**config.mk**
```make
export PLATFORM = sky130hd
export DESIGN_NAME = rtttl_sequencer
export DESIGN_NICKNAME = d
export VERILOG_FILES = /design/src/design/rtttl_pkg.sv /design/src/design/rtttl_sequencer.sv /design/src/design/sequencer_fsm.sv /design/src/design/song_rom.sv /design/src/design/note_timer.sv
export VERILOG_INCLUDE_DIRS = /design/src /design/src/design
export SDC_FILE = /design/constraint.sdc
export NUM_CORES = 1
export LEC_CHECK = 0
export BUFFER_PORTS_ARGS = -buffer_cell sky130_fd_sc_hd__buf_2
export CAP_MARGIN = 20
export CORE_MARGIN = 2
export CORE_UTILIZATION = 35
export CTS_CLUSTER_DIAMETER = 150
export CTS_CLUSTER_SIZE = 30
export DETAILED_ROUTE_END_ITERATION = 16
export PLACE_DENSITY_LB_ADDON = 0.1
export SYNTH_ARGS = -nofsm -noshare
export SYNTH_HDL_FRONTEND = slang
export SYNTH_HIERARCHICAL = 1
export SYNTH_SLANG_ARGS = --single-unit
```
**constraint.sdc**
```tcl
create_clock -name clk -period 3.21 [get_ports clk]
set_clock_uncertainty 0.1 [all_clocks]
set_input_delay 0.642 -clock clk [delete_from_list [all_inputs] [get_ports clk]]
set_output_delay 0.642 -clock clk [all_outputs]
set_load 0.05 [all_outputs]
```
**src/design/rtttl_macros.svh**
```systemverilog
`ifndef RTTTL_MACROS_SVH
`define RTTTL_MACROS_SVH

// last count of one sixty-fourth-note period at the default clock
`define RTTTL_TICK_MAX 23810
`define RTTTL_TICK_W 16

`define RTTTL_DUR_W 6
`define RTTTL_ADDR_W 8
// octave and note are each this wide
`define RTTTL_TONE_W 4

// step counts of the two built-in songs
`define RTTTL_SONG0_LEN 67
`define RTTTL_SONG1_LEN 62

`endif
```
**src/design/rtttl_pkg.sv**
```systemverilog
`include "rtttl_macros.svh"

package rtttl_pkg;

  typedef enum logic {
    SEQ_IDLE,
    SEQ_PLAY
  } seq_state_e;

  typedef enum logic {
    SONG_ZERO,
    SONG_ONE
  } song_e;

  typedef struct packed {
    logic [`RTTTL_TONE_W-1:0] octave;
    logic [`RTTTL_TONE_W-1:0] note;
  } tone_t;

  // valid low marks an address past the end of the song
  typedef struct packed {
    logic                    valid;
    logic [`RTTTL_DUR_W-1:0] duration;
    tone_t                   tone;
  } step_t;

endpackage

```
**src/design/rtttl_sequencer.sv**
```systemverilog
`timescale 1ns/10ps
`include "rtttl_macros.svh"

module rtttl_sequencer #(
  parameter int unsigned tick_max = `RTTTL_TICK_MAX
) (
  input  logic                     clk,
  input  logic                     rstn,
  input  logic                     start,
  input  logic [1:0]               demo,
  output logic [`RTTTL_TONE_W-1:0] octave,
  output logic [`RTTTL_TONE_W-1:0] note
);

  import rtttl_pkg::*;

  song_e                    song;
  logic [`RTTTL_ADDR_W-1:0] addr;
  step_t                    step;
  tone_t                    tone;
  logic                     run;
  logic                     load;
  logic                     step_due;

  note_timer #(
    .tick_max(tick_max)
  ) timer_i (
    .clk          (clk),
    .rstn         (rstn),
    .run          (run),
    .load         (load),
    .load_duration(step.duration),
    .step_due     (step_due)
  );

  song_rom rom_i (
    .song(song),
    .addr(addr),
    .step(step)
  );

  sequencer_fsm fsm_i (
    .clk     (clk),
    .rstn    (rstn),
    .start   (start),
    .demo    (demo),
    .step    (step),
    .step_due(step_due),
    .song    (song),
    .addr    (addr),
    .run     (run),
    .load    (load),
    .tone    (tone)
  );

  assign octave = tone.octave;
  assign note   = tone.note;

endmodule

```
**src/design/sequencer_fsm.sv**
```systemverilog
`timescale 1ns/10ps
`include "rtttl_macros.svh"

module sequencer_fsm (
  input  logic                     clk,
  input  logic                     rstn,
  input  logic                     start,
  input  logic [1:0]               demo,
  input  rtttl_pkg::step_t         step,
  input  logic                     step_due,
  output rtttl_pkg::song_e         song,
  output logic [`RTTTL_ADDR_W-1:0] addr,
  output logic                     run,
  output logic                     load,
  output rtttl_pkg::tone_t         tone
);

  import rtttl_pkg::*;

  // addr may sit one past the last step of the longer song
  localparam int unsigned max_len = (`RTTTL_SONG0_LEN > `RTTTL_SONG1_LEN) ?
                                    `RTTTL_SONG0_LEN : `RTTTL_SONG1_LEN;
  localparam logic [`RTTTL_ADDR_W-1:0] addr_limit = max_len[`RTTTL_ADDR_W-1:0];

  seq_state_e state;

  assign run  = (state == SEQ_PLAY);
  // step boundary with a real step behind it, reload the countdown
  assign load = step_due && step.valid;

  always_ff @(posedge clk) begin
    if (!rstn) begin
      state       <= SEQ_IDLE;
      song        <= SONG_ZERO;
      addr        <= '0;
      tone.octave <= '0;
      tone.note   <= '1;
    end else begin
      case (state)
        SEQ_IDLE: begin
          if (start) begin
            song  <= (demo == 2'b10) ? SONG_ONE : SONG_ZERO;
            state <= SEQ_PLAY;
          end
        end
        SEQ_PLAY: begin
          // start is ignored here, the song always plays out
          if (step_due) begin
            if (step.valid) begin
              tone <= step.tone;
              addr <= addr + 1'b1;
            end else begin
              tone  <= '0;
              addr  <= '0;
              state <= SEQ_IDLE;
            end
          end
        end
        default: begin
          state <= SEQ_IDLE;
        end
      endcase
    end
  end

  addr_in_range: assert property (@(posedge clk) disable iff (!rstn) addr <= addr_limit)
    else $error("step address ran past the longest song");

  // the timer must not report a step boundary while idle
  load_only_playing: assert property (@(posedge clk) disable iff (!rstn)
    load |-> (state == SEQ_PLAY))
    else $error("load fired outside of playback");

endmodule

```
**src/design/song_rom.sv**
```systemverilog
`timescale 1ns/10ps
`include "rtttl_macros.svh"

module song_rom (
  input  rtttl_pkg::song_e         song,
  input  logic [`RTTTL_ADDR_W-1:0] addr,
  output rtttl_pkg::step_t         step
);

  import rtttl_pkg::*;

  function automatic step_t mk(input int unsigned dur, input int unsigned oct,
                               input int unsigned nt);
    step_t s;
    s.valid       = 1'b1;
    s.duration    = dur[`RTTTL_DUR_W-1:0];
    s.tone.octave = oct[`RTTTL_TONE_W-1:0];
    s.tone.note   = nt[`RTTTL_TONE_W-1:0];
    return s;
  endfunction

  always_comb begin
    // anything past the end reads back as an invalid step
    step = '0;
    if (song == SONG_ONE) begin
      case (addr)
        8'd0:  step = mk(8, 5, 6);
        8'd1:  step = mk(8, 5, 6);
        8'd2:  step = mk(8, 5, 6);
        8'd3:  step = mk(8, 5, 2);
        8'd4:  step = mk(8, 4, 12);
        8'd5:  step = mk(8, 4, 11);
        8'd6:  step = mk(8, 4, 12);
        8'd7:  step = mk(8, 5, 4);
        8'd8:  step = mk(8, 4, 12);
        8'd9:  step = mk(8, 5, 4);
        8'd10: step = mk(8, 4, 12);
        8'd11: step = mk(8, 5, 4);
        8'd12: step = mk(8, 5, 8);
        8'd13: step = mk(8, 5, 8);
        8'd14: step = mk(8, 5, 9);
        8'd15: step = mk(8, 5, 11);
        8'd16: step = mk(8, 5, 9);
        8'd17: step = mk(8, 5, 9);
        8'd18: step = mk(8, 5, 9);
        8'd19: step = mk(8, 5, 4);
        8'd20: step = mk(8, 4, 12);
        8'd21: step = mk(8, 5, 2);
        8'd22: step = mk(8, 4, 12);
        8'd23: step = mk(8, 5, 6);
        8'd24: step = mk(8, 4, 12);
        8'd25: step = mk(8, 5, 6);
        8'd26: step = mk(8, 4, 12);
        8'd27: step = mk(8, 5, 6);
        8'd28: step = mk(8, 5, 4);
        8'd29: step = mk(8, 5, 4);
        8'd30: step = mk(8, 5, 6);
        8'd31: step = mk(8, 5, 4);
        // second verse repeats the first
        8'd32: step = mk(8, 5, 6);
        8'd33: step = mk(8, 5, 6);
        8'd34: step = mk(8, 5, 6);
        8'd35: step = mk(8, 5, 2);
        8'd36: step = mk(8, 4, 12);
        8'd37: step = mk(8, 4, 11);
        8'd38: step = mk(8, 4, 12);
        8'd39: step = mk(8, 5, 4);
        8'd40: step = mk(8, 4, 12);
        8'd41: step = mk(8, 5, 4);
        8'd42: step = mk(8, 4, 12);
        8'd43: step = mk(8, 5, 4);
        8'd44: step = mk(8, 5, 8);
        8'd45: step = mk(8, 5, 8);
        8'd46: step = mk(8, 5, 9);
        8'd47: step = mk(8, 5, 11);
        8'd48: step = mk(8, 5, 9);
        8'd49: step = mk(8, 5, 9);
        8'd50: step = mk(8, 5, 9);
        8'd51: step = mk(8, 5, 4);
        8'd52: step = mk(8, 4, 12);
        8'd53: step = mk(8, 5, 2);
        8'd54: step = mk(8, 4, 12);
        8'd55: step = mk(8, 5, 6);
        8'd56: step = mk(8, 4, 12);
        8'd57: step = mk(8, 5, 6);
        8'd58: step = mk(8, 4, 12);
        8'd59: step = mk(8, 5, 6);
        8'd60: step = mk(8, 5, 4);
        8'd61: step = mk(8, 5, 4);
        default: step = '0;
      endcase
    end else begin
      case (addr)
        8'd0:  step = mk(16, 4, 7);
        8'd1:  step = mk(16, 4, 9);
        8'd2:  step = mk(16, 4, 11);
        8'd3:  step = mk(16, 6, 0);
        8'd4:  step = mk(16, 6, 2);
        8'd5:  step = mk(16, 6, 4);
        8'd6:  step = mk(16, 6, 5);
        8'd7:  step = mk(8, 6, 7);
        8'd8:  step = mk(8, 4, 0);
        8'd9:  step = mk(8, 6, 0);
        8'd10: step = mk(8, 4, 4);
        8'd11: step = mk(8, 4, 5);
        8'd12: step = mk(8, 7, 0);
        8'd13: step = mk(8, 4, 7);
        8'd14: step = mk(8, 6, 9);
        8'd15: step = mk(8, 6, 7);
        8'd16: step = mk(8, 4, 0);
        8'd17: step = mk(8, 6, 0);
        8'd18: step = mk(8, 4, 4);
        8'd19: step = mk(8, 4, 5);
        8'd20: step = mk(8, 6, 7);
        8'd21: step = mk(8, 4, 7);
        8'd22: step = mk(8, 6, 5);
        8'd23: step = mk(8, 6, 4);
        8'd24: step = mk(8, 6, 4);
        8'd25: step = mk(8, 6, 5);
        8'd26: step = mk(8, 6, 7);
        8'd27: step = mk(8, 6, 0);
        8'd28: step = mk(8, 4, 5);
        8'd29: step = mk(8, 6, 2);
        8'd30: step = mk(8, 4, 7);
        8'd31: step = mk(8, 6, 4);
        8'd32: step = mk(8, 4, 0);
        8'd33: step = mk(4, 4, 4);
        8'd34: step = mk(16, 4, 5);
        8'd35: step = mk(16, 4, 7);
        8'd36: step = mk(16, 4, 9);
        8'd37: step = mk(16, 4, 11);
        8'd38: step = mk(16, 6, 0);
        8'd39: step = mk(16, 6, 2);
        8'd40: step = mk(16, 6, 4);
        8'd41: step = mk(16, 6, 5);
        8'd42: step = mk(8, 6, 7);
        8'd43: step = mk(8, 4, 0);
        8'd44: step = mk(8, 6, 0);
        8'd45: step = mk(8, 4, 4);
        8'd46: step = mk(8, 4, 5);
        8'd47: step = mk(8, 7, 0);
        8'd48: step = mk(8, 4, 7);
        8'd49: step = mk(8, 6, 9);
        8'd50: step = mk(8, 6, 7);
        8'd51: step = mk(8, 4, 0);
        8'd52: step = mk(8, 6, 0);
        8'd53: step = mk(8, 4, 4);
        8'd54: step = mk(8, 4, 5);
        8'd55: step = mk(8, 6, 7);
        8'd56: step = mk(8, 4, 7);
        8'd57: step = mk(8, 6, 5);
        8'd58: step = mk(8, 6, 4);
        8'd59: step = mk(8, 6, 4);
        8'd60: step = mk(8, 6, 5);
        8'd61: step = mk(8, 6, 7);
        8'd62: step = mk(8, 6, 0);
        8'd63: step = mk(8, 4, 5);
        8'd64: step = mk(8, 6, 2);
        8'd65: step = mk(8, 4, 7);
        8'd66: step = mk(4, 6, 0);
        default: step = '0;
      endcase
    end
  end

endmodule

```
**src/design/note_timer.sv**
```systemverilog
`timescale 1ns/10ps
`include "rtttl_macros.svh"

module note_timer #(
  parameter int unsigned tick_max = `RTTTL_TICK_MAX
) (
  input  logic                    clk,
  input  logic                    rstn,
  input  logic                    run,
  input  logic                    load,
  input  logic [`RTTTL_DUR_W-1:0] load_duration,
  output logic                    step_due
);

  localparam logic [`RTTTL_TICK_W-1:0] tick_last = tick_max[`RTTTL_TICK_W-1:0];

  logic [`RTTTL_TICK_W-1:0] tick_cnt;
  logic [`RTTTL_DUR_W-1:0]  remaining;
  logic                     tick;

  // free running, wraps once per sixty-fourth note
  always_ff @(posedge clk) begin
    if (!rstn) begin
      tick_cnt <= '0;
    end else if (tick) begin
      tick_cnt <= '0;
    end else begin
      tick_cnt <= tick_cnt + 1'b1;
    end
  end

  assign tick = (tick_cnt == tick_last);

  // ticks left in the current step; load wins over the decrement
  always_ff @(posedge clk) begin
    if (!rstn || !run) begin
      remaining <= '0;
    end else if (load) begin
      remaining <= load_duration;
    end else if (tick && remaining != '0) begin
      remaining <= remaining - 1'b1;
    end
  end

  assign step_due = tick && run && (remaining == '0);

  tick_in_range: assert property (@(posedge clk) disable iff (!rstn) tick_cnt <= tick_last)
    else $error("tick counter passed tick_max");

  load_while_running: assert property (@(posedge clk) disable iff (!rstn) load |-> run)
    else $error("step load arrived while the sequencer was idle");

endmodule

```
==> results.sh, run 1 <==
export IMPL_grt_max_degree=33
export IMPL_hold_violations=0
export IMPL_avgRoutedWirePerCell_um=15.9
export IMPL_final_nets=423
export IMPL_num_io_pins=13
export IMPL_syn_to_final_growth_pct=8.57
export IMPL_sw_frac_of_total_pct=21.9
export IMPL_ys_ff_latch=40
export IMPL_grt_pass1_vias=2582
export IMPL_cts_tree="yes"
export IMPL_num_antenna_cells=0
export IMPL_hold_path_depth=2
export IMPL_crit_family="simple AND/OR/NAND/NOR gates"
export IMPL_hp_class="flip-flop to flip-flop"
export IMPL_gp_congestion=0.882
export IMPL_final_area_mm2=0.00331
export IMPL_synth_distinct_cells=68
export IMPL_power_frac_seq_pct=51.3
export IMPL_synthFlopType="dfxtp_1"
export IMPL_setup_violations=0
export IMPL_root_buffer="clkbuf_8"
export IMPL_setup_tns_ps=0
export IMPL_worstRegToRegCells=6
export IMPL_gr_total_overflow=0
export IMPL_worstPathRequired_ps=3330
export IMPL_period_share_pct=85.0
export IMPL_cpPeakStageDelay_ps=580
export IMPL_maxCapViolCount=0
export IMPL_p_int_w=0.000771
export IMPL_r2r_slack_ps=480
export IMPL_clk_transition_reported_paths_ps=80
export IMPL_start_kind="flip-flop"
export IMPL_ir_drop_mv=0.162
export IMPL_clkLatencyLatePin_ps=290
export IMPL_synth_adder_area_share_pct=6.97
export IMPL_rr_endpoint="fsm_i/addr[5]"
export IMPL_slowest_stage="or4b_1"
export IMPL_syn_inst=391
export IMPL_drtIter0Drc=254
export IMPL_grt_pass1_wl_um=13500
export IMPL_outcome="completed"
export IMPL_drv_slew=0
export IMPL_yosysSeqAreaShare_pct=26.3
export IMPL_critPathBufInv=0
export IMPL_path_max_fanout=17
export IMPL_ys_top_cells_by_area="dfxtp_1 26%, ha_1 7.0%, nor2_1 5.4%"
export IMPL_cts_sinks=40
export IMPL_min_to="fsm_i/tone[5]"
export IMPL_clockBufferDepth=2
export IMPL_routed_wirelength_um=8120
export IMPL_dp_slack_ps=487
export IMPL_via_per_inst=5.59
export IMPL_die_area_mm2=0.00948
export IMPL_coreArea_mm2=0.00859
export IMPL_synth_area_per_cell_um2=7.80
export IMPL_combPwrFrac_pct=4.3
export IMPL_initial_core_util_pct=35.5
export IMPL_synth_xor_area_share_pct=5.46
export IMPL_path_class="flip-flop to flip-flop"
export IMPL_end_kind="flip-flop"
export IMPL_fp_dieW_um=97.4
export IMPL_synth_top_area_share_pct=26.3
export IMPL_synth_top_area_cell="dfxtp_1"
export IMPL_cts_hold_buf=0
export IMPL_dp_hpwl_um=5860
export IMPL_cts_htree_levels=2
export IMPL_synth_top_family_by_area="simple AND/OR/NAND/NOR gates"
export IMPL_drive_gt1_share_pct=13.4
export IMPL_power_density_mw_per_mm2=298
export IMPL_yosys_warnings=6
export IMPL_grt_usage_pct=17.3
export IMPL_slew_limit_headroom_pct=55.0
export IMPL_postSynth_asyncResetShare_pct=0
export IMPL_port_buffers=12
export IMPL_place_area_mm2=0.00319
export IMPL_firstDrtPassIters=5
export IMPL_synth_cell_area_mm2=0.00305
export IMPL_reg2reg_from="timer_i/tick_cnt[7]"
export IMPL_switchingPower_w=0.000216
export IMPL_synth_compound_area_share_pct=24.8
export IMPL_cts_buffers=5
export IMPL_num_rows=34
export IMPL_layout_min_cycle_time_ps=2730
export IMPL_muxShareOfSynthArea_pct=1.80
export IMPL_drc_errors=0
export IMPL_die_h_um=97.4
export IMPL_clock_power_share_pct=44.5
export IMPL_nFillCells=927
export IMPL_rsz0062_at_grt="no"
export IMPL_postCtsSetupRepairBufs=0
export IMPL_cp_data_arrival_time_ps=2850
export IMPL_vias=2853
export IMPL_antenna_found_initial=0
export IMPL_postLayoutSetupSlackWorst_ps=480
export IMPL_synthSimpleGateAreaFrac_pct=26.6
export IMPL_worst_pin_slew_ps=675
export IMPL_max_freq_mhz=366
export IMPL_drt_antenna_violating_nets=0
export IMPL_cp_cell_sequence="or4b_1 -> nor4_4 -> and3_2 -> nand2_2 -> or4_1 -> a21oi_1"
export IMPL_cts_resized=0
export IMPL_final_util_pct=38.5
export IMPL_synth_edf_count=0
export IMPL_leakage_nw=1.17
export IMPL_worstHoldStart="fsm_i/tone[5]"
[metal layers]
metal | vias to the layer above | routed length [um] | GRT usage, %
met2 | 84 | 3560 | 27.2
li1 | 1439 | - | -
met3 | 12 | 392 | 2.01
met5 | - | 0 | 0
met1 | 1318 | 4070 | 25.0
met4 | 0 | 106 | 4.91
[layout make-up]
type / count / area, um2 / area share [%]
Clock buffer: 6 / 82.6 / 2.49
Clock inverter: 2 / 38.8 / 1.17
Inverter: 17 / 63.8 / 1.93
Multi-Input combinational cell: 310 / 2020 / 60.9
Sequential cell: 40 / 802 / 24.2
Tap cell: 108 / 135 / 4.08
Timing Repair Buffer: 27 / 173 / 5.21
[cell usage after synthesis, types with 8 or more instances]
library cell,instances
nor2_1,44
a211oi_1,9
dfxtp_1,40
nand4_1,14
xor2_1,11
a21boi_0,10
a21oi_1,24
nand2_1,32
ha_1,17
xnor2_1,8
o21ai_0,19
inv_1,13
nand3_1,15
nor3_1,11
buf_4,8
[power groups by stage]
stage	Clock (W)	Sequential, W	Combinational [W]
floorplan	0	0.000517	0.0000314
global placement	0	0.000517	0.0000425
detailed placement	0	0.000517	0.0000423
CTS	0.000455	0.000506	0.0000424
global route	0.000469	0.000507	0.0000469
finish	0.000439	0.000506	0.0000423
[state kept, by name (all words and copies together) (netlist names)]
register and count:
fsm_i/song 1, timer_i/remaining 6, timer_i/tick_cnt 16, fsm_i/tone 8, fsm_i/addr 8, fsm_i/run 1
[cells in the final DEF (no fill, tap or decap), drive strengths merged, types with 4 or more instances in the layout]
cell type,count
a211oi,9
a21boi,10
a21oi,24
a31oi,7
and2,4
buf,27
clkbuf,6
conb,4
dfxtp,40
ha,17
inv,16
mux2i,4
nand2,35
nand3,16
nand4,14
nor2,46
nor3,11
o211ai,5
o21ai,23
o31ai,6
or3,4
xnor2,8
xor2,11
[kinds of logic after synthesis]
kind of cell,count (synthesis)
compound gates,112
xor+xnor,19
fa+ha+maj,17
buf+inv,44
flops,40
mux,5
other cells,1
simple gates,153
[worst reg2reg max path: cells and delay by family (launching register included)]
kind | cells | cell delay (ps)
and+or+nand+nor | 5 | 2040
DFF | 1 | 360
AOI/OAI and AO/OA | 1 | 150
[metrics by stage]
| step | hold slack (ps) | power, W | cells |
|---|---|---|---|
| after CTS | 373 | 0.00100 | 510 |
| after floorplan | 341 | 0.000548 | 394 |
| after global placement | 359 | 0.000560 | 502 |
| final | 368 | 0.000987 | 510 |
| after detailed placement | 359 | 0.000560 | 502 |
| after global routing | 401 | 0.00102 | 510 |
[how the worst max path moves through the flow]
stage,start,end,cells past startpoint
after floorplan,timer_i/tick_cnt[5],timer_i/remaining[5],8
after global placement,timer_i/tick_cnt[7],fsm_i/addr[5],6
after detailed placement,timer_i/tick_cnt[5],fsm_i/addr[5],6
after CTS,timer_i/tick_cnt[7],fsm_i/addr[5],6
after global routing,fsm_i/addr[3],timer_i/remaining[4],7
final,timer_i/tick_cnt[7],fsm_i/addr[5],6
Power figures use the tool's default switching activity.
==> inputs of run 2 (changes only) <==
--- a/config.mk
+++ b/config.mk
@@ -11,10 +11,8 @@
 export CORE_MARGIN = 2
 export CORE_UTILIZATION = 35
 export CTS_CLUSTER_DIAMETER = 150
-export CTS_CLUSTER_SIZE = 30
 export DETAILED_ROUTE_END_ITERATION = 16
 export PLACE_DENSITY_LB_ADDON = 0.1
 export SYNTH_ARGS = -nofsm -noshare
 export SYNTH_HDL_FRONTEND = slang
-export SYNTH_HIERARCHICAL = 1
 export SYNTH_SLANG_ARGS = --single-unit
==> run 2 against run 1 <==
Highest routed layer unchanged. Synthesized area increased by 16%. Setup slack got worse by 340 ps. Flip-flop and latch count up 15. First-iteration DRC count grew 20%. Maximum frequency shrank 11%. Routed wire length up 24%. Clock power increased by 11%. Power up 25%. Final area is 22% higher. Critical path depth is 7 higher.
==> results.sh, run 2 <==
export IMPL_final_nets=481
export IMPL_path_depth=13
export IMPL_die_h_um=104
export IMPL_end_kind="flip-flop"
export IMPL_hp_class="flip-flop to flip-flop"
export IMPL_final_common_cell="dfxtp_1"
export IMPL_grt_pass1_vias=3227
export IMPL_drc_errors=0
export IMPL_power_density_mw_per_mm2=306
export IMPL_setup_violations=0
export IMPL_use_met3_pct=2.63
export IMPL_synth_compound_area_share_pct=21.4
export IMPL_gp_congestion=0.937
export IMPL_num_antenna_cells=0
export IMPL_synth_distinct_cells=78
export IMPL_ys_top_cells_by_area="dfxtp_1 31%, ha_1 6.0%, nor2_1 5.0%"
export IMPL_syn_inst=429
export IMPL_coreArea_mm2=0.00977
export IMPL_gr_total_overflow=0
export IMPL_root_buffer="clkbuf_8"
export IMPL_synthSimpleGateAreaFrac_pct=26.7
export IMPL_grt_pass1_wl_um=16900
export IMPL_dp_cells=583
export IMPL_grt_usage_pct=19.0
export IMPL_maxCapViolCount=0
export IMPL_cpMostUsedCell="buf_4"
export IMPL_period_share_pct=95.7
export IMPL_final_util_pct=41.3
export IMPL_synthFlopType="dfxtp_1"
export IMPL_ys_ff_latch=55
export IMPL_yosys_warnings=0
export IMPL_muxShareOfSynthArea_pct=3.30
export IMPL_cts_buffers=5
export IMPL_fp_dieW_um=104
export IMPL_num_rows=36
export IMPL_path_class="flip-flop to flip-flop"
export IMPL_min_to="timer_i.tick_cnt[0]"
export IMPL_grt_max_degree=24
export IMPL_worst_pin_slew_ps=539
export IMPL_worstRegToRegCells=13
export IMPL_outcome="completed"
export IMPL_path_max_fanout=12
export IMPL_grt_busiest_layer="met2"
export IMPL_slew_limit_headroom_pct=64.0
export IMPL_synth_xor_area_share_pct=5.22
export IMPL_cts_hold_buf=0
export IMPL_postSynth_asyncResetShare_pct=0
export IMPL_cts_tree="yes"
export IMPL_synth_cell_area_mm2=0.00353
export IMPL_reg2reg_from="timer_i.tick_cnt[0]"
export IMPL_cts_sinks=55
export IMPL_critPathBufInv=4
export IMPL_crit_family="compound AO/OA/AOI/OAI gates"
export IMPL_antenna_found_initial=0
export IMPL_synth_adder_area_share_pct=6.03
export IMPL_synth_area_per_cell_um2=8.22
export IMPL_clockBufferDepth=2
export IMPL_drt_antenna_violating_nets=0
export IMPL_ir_drop_mv=0.221
export IMPL_hold_violations=0
export IMPL_synth_top_area_cell="dfxtp_1"
export IMPL_cp_cell_sequence="inv_1 -> ha_1 -> nor4b_4 -> buf_4 -> nand4_4 -> o31a_1 -> o21ai_4 -> inv_2 -> buf_4 -> nor3_1 -> a311o_1 -> a21oi_1 -> o211ai_1"
export IMPL_synth_edf_count=0
export IMPL_drv_slew=0
export IMPL_r2r_slack_ps=140
export IMPL_vias=3336
export IMPL_drtIter0Drc=304
export IMPL_cpPeakStageDelay_ps=390
export IMPL_worstPathRequired_ps=3350
export IMPL_dp_hpwl_um=7490
export IMPL_yosys_top_cells_count="55 x dfxtp_1, 47 x nor2_1, 38 x nand2_1, 32 x a21oi_1, 24 x nand3_1"
export IMPL_hold_path_depth=1
export IMPL_syn_num_nets=451
export IMPL_avgRoutedWirePerCell_um=17.0
export IMPL_die_area_mm2=0.0109
export IMPL_synth_most_common_cell="dfxtp_1"
export IMPL_clkLatencyLatePin_ps=310
export IMPL_slowest_stage="o31a_1"
export IMPL_layout_min_cycle_time_ps=3070
export IMPL_worstHoldStart="timer_i.tick_cnt[0]"
export IMPL_synth_top_family_by_area="simple AND/OR/NAND/NOR gates"
export IMPL_stdcell_count=593
export IMPL_cts_htree_levels=2
export IMPL_final_cell_mix="55 x dfxtp_1, 47 x nor2_1, 38 x nand2_1, 38 x buf_4, 32 x a21oi_1"
export IMPL_start_kind="flip-flop"
export IMPL_routed_wirelength_um=10100
export IMPL_syn_to_final_growth_pct=14.6
export IMPL_port_buffers=11
export IMPL_leakage_nw=1.59
export IMPL_drive_gt1_share_pct=20.0
export IMPL_max_freq_mhz=326
export IMPL_num_io_pins=13
export IMPL_via_per_inst=5.63
export IMPL_initial_core_util_pct=36.1
export IMPL_cp_data_arrival_time_ps=3210
export IMPL_use_met2_pct=29.2
export IMPL_firstDrtPassIters=5
export IMPL_yosysSeqAreaShare_pct=31.2
export IMPL_use_met1_pct=27.0
export IMPL_clk_transition_reported_paths_ps=100
export IMPL_synth_top_area_share_pct=31.2
-- run 2: changes by cell type after synthesis, sizes merged, moves of 5 or more --
cell	change
buf	-5
a21boi	-9
inv	-5
o21ai	-11
a21oi	+9
dfxtp	+15
nand3	+9
nand4	-6
and3	+5
-- run 2: per-layer routing --
layer	part of all wire [%]	wire length, um
met4	2.4	238
met3	4.8	486
met1	49	4950
met2	44	4410
met5	0	0
-- run 2: cell families after synthesis --
kind of cell               after synthesis
and+or+nand+nor                        180
adders and majority gates               17
xor gates and xnor gates                21
DFF                                     55
muxes                                   11
AOI/OAI and AO/OA                      104
other                                    1
buffers and inverters                   40
-- run 2: what timing repair did --
action,in CTS,in global routing
hold endpoints to repair,0,0
buffers inserted,0,2
gates resized for setup,0,9
endpoints found under the setup margin,0,7
-- run 2: cell type report --
| cell class | count | area, um2 |
|---|---|---|
| Clock inverter | 2 | 35.0 |
| Sequential cell | 55 | 1100 |
| Timing Repair Buffer | 49 | 340 |
| Tap cell | 133 | 166 |
| Clock buffer | 6 | 82.6 |
| Fill cell | 1013 | 5730 |
| Multi-Input combinational cell | 334 | 2260 |
| Inverter | 14 | 57.6 |
-- run 2: power breakdown --
group | internal (W) | switching (W)
Clock | 0.000253 | 0.000235
Sequential | 0.000686 | 0.00000543
Combinational | 0.0000214 | 0.0000340
Total | 0.000961 | 0.000274
-- run 2: per-stage QoR --
stage / instance area [um2] / setup slack (ps) / hold slack (ps) / power [W] / TNS (ps)
after global routing: 4040 / -24.6 / 405 / 0.00128 / -46.9
final: 4040 / 139 / 371 / 0.00124 / 0
after global placement: 3860 / 142 / 345 / 0.000760 / 0
after CTS: 3980 / 83.5 / 377 / 0.00125 / 0
after floorplan: 3530 / 33.8 / 330 / 0.000741 / 0
after detailed placement: 3860 / 124 / 351 / 0.000761 / 0
-- run 2: worst max path at each step --
stage	slack, ps	to	start
finish	140	flip-flop	timer_i.tick_cnt[0]
global route	-20	flip-flop	timer_i.tick_cnt[0]
CTS	80	flip-flop	timer_i.tick_cnt[0]
detailed placement	120	flip-flop	timer_i.tick_cnt[0]
global placement	140	flip-flop	timer_i.tick_cnt[0]
floorplan	30	flip-flop	timer_i.tick_cnt[0]
==> inputs of run 3 (changes only) <==
--- a/config.mk
+++ b/config.mk
@@ -9,7 +9,8 @@
 export BUFFER_PORTS_ARGS = -buffer_cell sky130_fd_sc_hd__buf_2
 export CAP_MARGIN = 20
 export CORE_MARGIN = 2
-export CORE_UTILIZATION = 35
+export CORE_UTILIZATION = 60
+export CTS_BUF_LIST = sky130_fd_sc_hd__clkbuf_4
 export CTS_CLUSTER_DIAMETER = 150
 export DETAILED_ROUTE_END_ITERATION = 16
 export PLACE_DENSITY_LB_ADDON = 0.1
==> run 3 against run 2 <==
Final cell count shrank 11%. Non-clock buffer count shrank 4. First-iteration DRC count grew 27%. Clock-buffer cell count is the same. Largest cell class unchanged.
==> results.sh, run 3 (synthesis results as in run 2) <==
export IMPL_worstPathRequired_ps=3440
export IMPL_clkLatencyLatePin_ps=380
export IMPL_slew_limit_headroom_pct=64.1
export IMPL_hold_violations=0
export IMPL_final_common_cell="dfxtp_1"
export IMPL_drc_errors=0
export IMPL_antenna_found_initial=0
export IMPL_use_met3_pct=4.61
export IMPL_final_nets=477
export IMPL_grt_pass1_wl_um=15200
export IMPL_fp_dieW_um=80.7
export IMPL_period_share_pct=93.5
export IMPL_root_buffer="clkbuf_4"
export IMPL_worstHoldStart="timer_i.tick_cnt[0]"
export IMPL_grt_busiest_layer="met2"
export IMPL_coreArea_mm2=0.00561
export IMPL_drt_antenna_violating_nets=0
export IMPL_num_rows=27
export IMPL_drtIter0Drc=386
export IMPL_start_kind="flip-flop"
export IMPL_power_frac_seq_pct=65.3
export IMPL_combPwrFrac_pct=4.7
export IMPL_gr_total_overflow=0
export IMPL_max_freq_mhz=333
export IMPL_drive_gt1_share_pct=18.6
export IMPL_drv_slew=0
export IMPL_p_int_w=0.000799
export IMPL_grt_pass1_vias=3010
export IMPL_leakage_nw=1.54
export IMPL_switchingPower_w=0.000262
export IMPL_use_met2_pct=46.4
export IMPL_cts_tree="yes"
export IMPL_die_h_um=80.7
export IMPL_die_area_mm2=0.00651
export IMPL_routed_wirelength_um=9240
export IMPL_place_area_mm2=0.00371
export IMPL_final_area_mm2=0.00386
export IMPL_grt_usage_pct=30.3
export IMPL_initial_core_util_pct=62.9
export IMPL_cp_data_arrival_time_ps=3230
export IMPL_syn_to_final_growth_pct=9.55
export IMPL_firstDrtPassIters=5
export IMPL_layout_min_cycle_time_ps=3000
export IMPL_ir_drop_mv=0.186
export IMPL_end_kind="flip-flop"
export IMPL_avgRoutedWirePerCell_um=17.5
export IMPL_startpoint="timer_i.tick_cnt[0]"
export IMPL_postLayoutSetupSlackWorst_ps=207
export IMPL_outcome="completed"
export IMPL_vias=3329
export IMPL_sw_frac_of_total_pct=24.7
export IMPL_gp_congestion=1.01
export IMPL_reg2reg_from="timer_i.tick_cnt[0]"
export IMPL_r2r_slack_ps=210
export IMPL_path_max_fanout=7
export IMPL_setup_violations=0
export IMPL_use_met1_pct=43.4
export IMPL_hp_class="flip-flop to flip-flop"
export IMPL_cts_htree_levels=2
export IMPL_clk_transition_reported_paths_ps=170
export IMPL_clock_power_share_pct=30.0
export IMPL_num_io_pins=13
export IMPL_via_per_inst=6.30
export IMPL_cts_hold_buf=0
export IMPL_power_density_mw_per_mm2=275
export IMPL_grt_max_degree=24
export IMPL_clockBufferDepth=2
export IMPL_maxCapViolCount=0
export IMPL_cts_buffers=5
export IMPL_dp_hpwl_um=6700
export IMPL_path_class="flip-flop to flip-flop"
export IMPL_rsz0062_at_grt="yes"
export IMPL_port_buffers=11
export IMPL_num_antenna_cells=0
export IMPL_dp_slack_ps=171
export IMPL_worst_pin_slew_ps=537
export IMPL_cts_sinks=55
export IMPL_final_cell_mix="55 x dfxtp_1, 47 x nor2_1, 38 x nand2_1"
==> run 3: cell types whose count changed in the layout (fill, tap and decap cells not counted), sizes merged <==
cell,previous run,this run
buf,49,45
bufinv,1,0
clkinv,4,5
clkinvlp,0,1
inv,11,10
==> run 3: power groups by stage <==
stage / registers (W) / clock network (W) / logic (W)
final: 0.000693 / 0.000318 / 0.0000501
after global routing: 0.000694 / 0.000344 / 0.0000548
after CTS: 0.000693 / 0.000323 / 0.0000488
after detailed placement: 0.000707 / 0 / 0.0000488
after global placement: 0.000707 / 0 / 0.0000473
after floorplan: 0.000706 / 0 / 0.0000354
==> run 3: path summary, 6_finish.rpt <==
kind,end,cells past startpoint
hold reg to reg,timer_i.tick_cnt[0],1
setup / recovery,flip-flop,12
setup reg to reg,flip-flop,12
hold / removal,timer_i.tick_cnt[0],1
==> run 3: metal layers <==
metal  part of all wire (%)  vias to the layer above
li1                       -                     1599
met1                     46                     1561
met2                     44                      148
met3                    8.0                       21
met4                    2.1                        0
met5                      0                        -
==> run 3: what timing repair did <==
action	CTS	global route
endpoints found under the setup margin	0	6
hold endpoints to repair	0	0
setup buffers	0	8
resized for setup	0	8
==> run 3: critical path, stage by stage (launching register included) <==
cell	delay, ps
dfxtp_1	370
inv_1	60
ha_1	140
nor4b_4	310
and4_4	310
buf_4	130
nand3_4	100
o41a_4	510
buf_4	160
nand2_1	190
a21oi_1	70
a311o_1	330
o21ai_1	170
==> run 3: through the flow <==
step | power [W] | hold WS, ps | setup TNS, ps | std cells | utilization [%]
after detailed placement | 0.000756 | 352 | 0 | 512 | 66.2
after CTS | 0.00106 | 388 | 0 | 520 | 67.2
final | 0.00106 | 383 | 0 | 528 | 68.9
after global placement | 0.000754 | 348 | 0 | 512 | 66.2
after floorplan | 0.000741 | 330 | 0 | 429 | -
after global routing | 0.00109 | 407 | -72.5 | 528 | 68.9
==> run 3: layout make-up <==
class                   instances  area, um2
clock inverters                 2       12.5
clock buffers                   6       45.0
well taps                      72       90.1
fillers                       482       1750
flip-flops and latches         55       1100
repair buffers                 45        310
multi-input cells             334       2240
inverters                      14       58.8
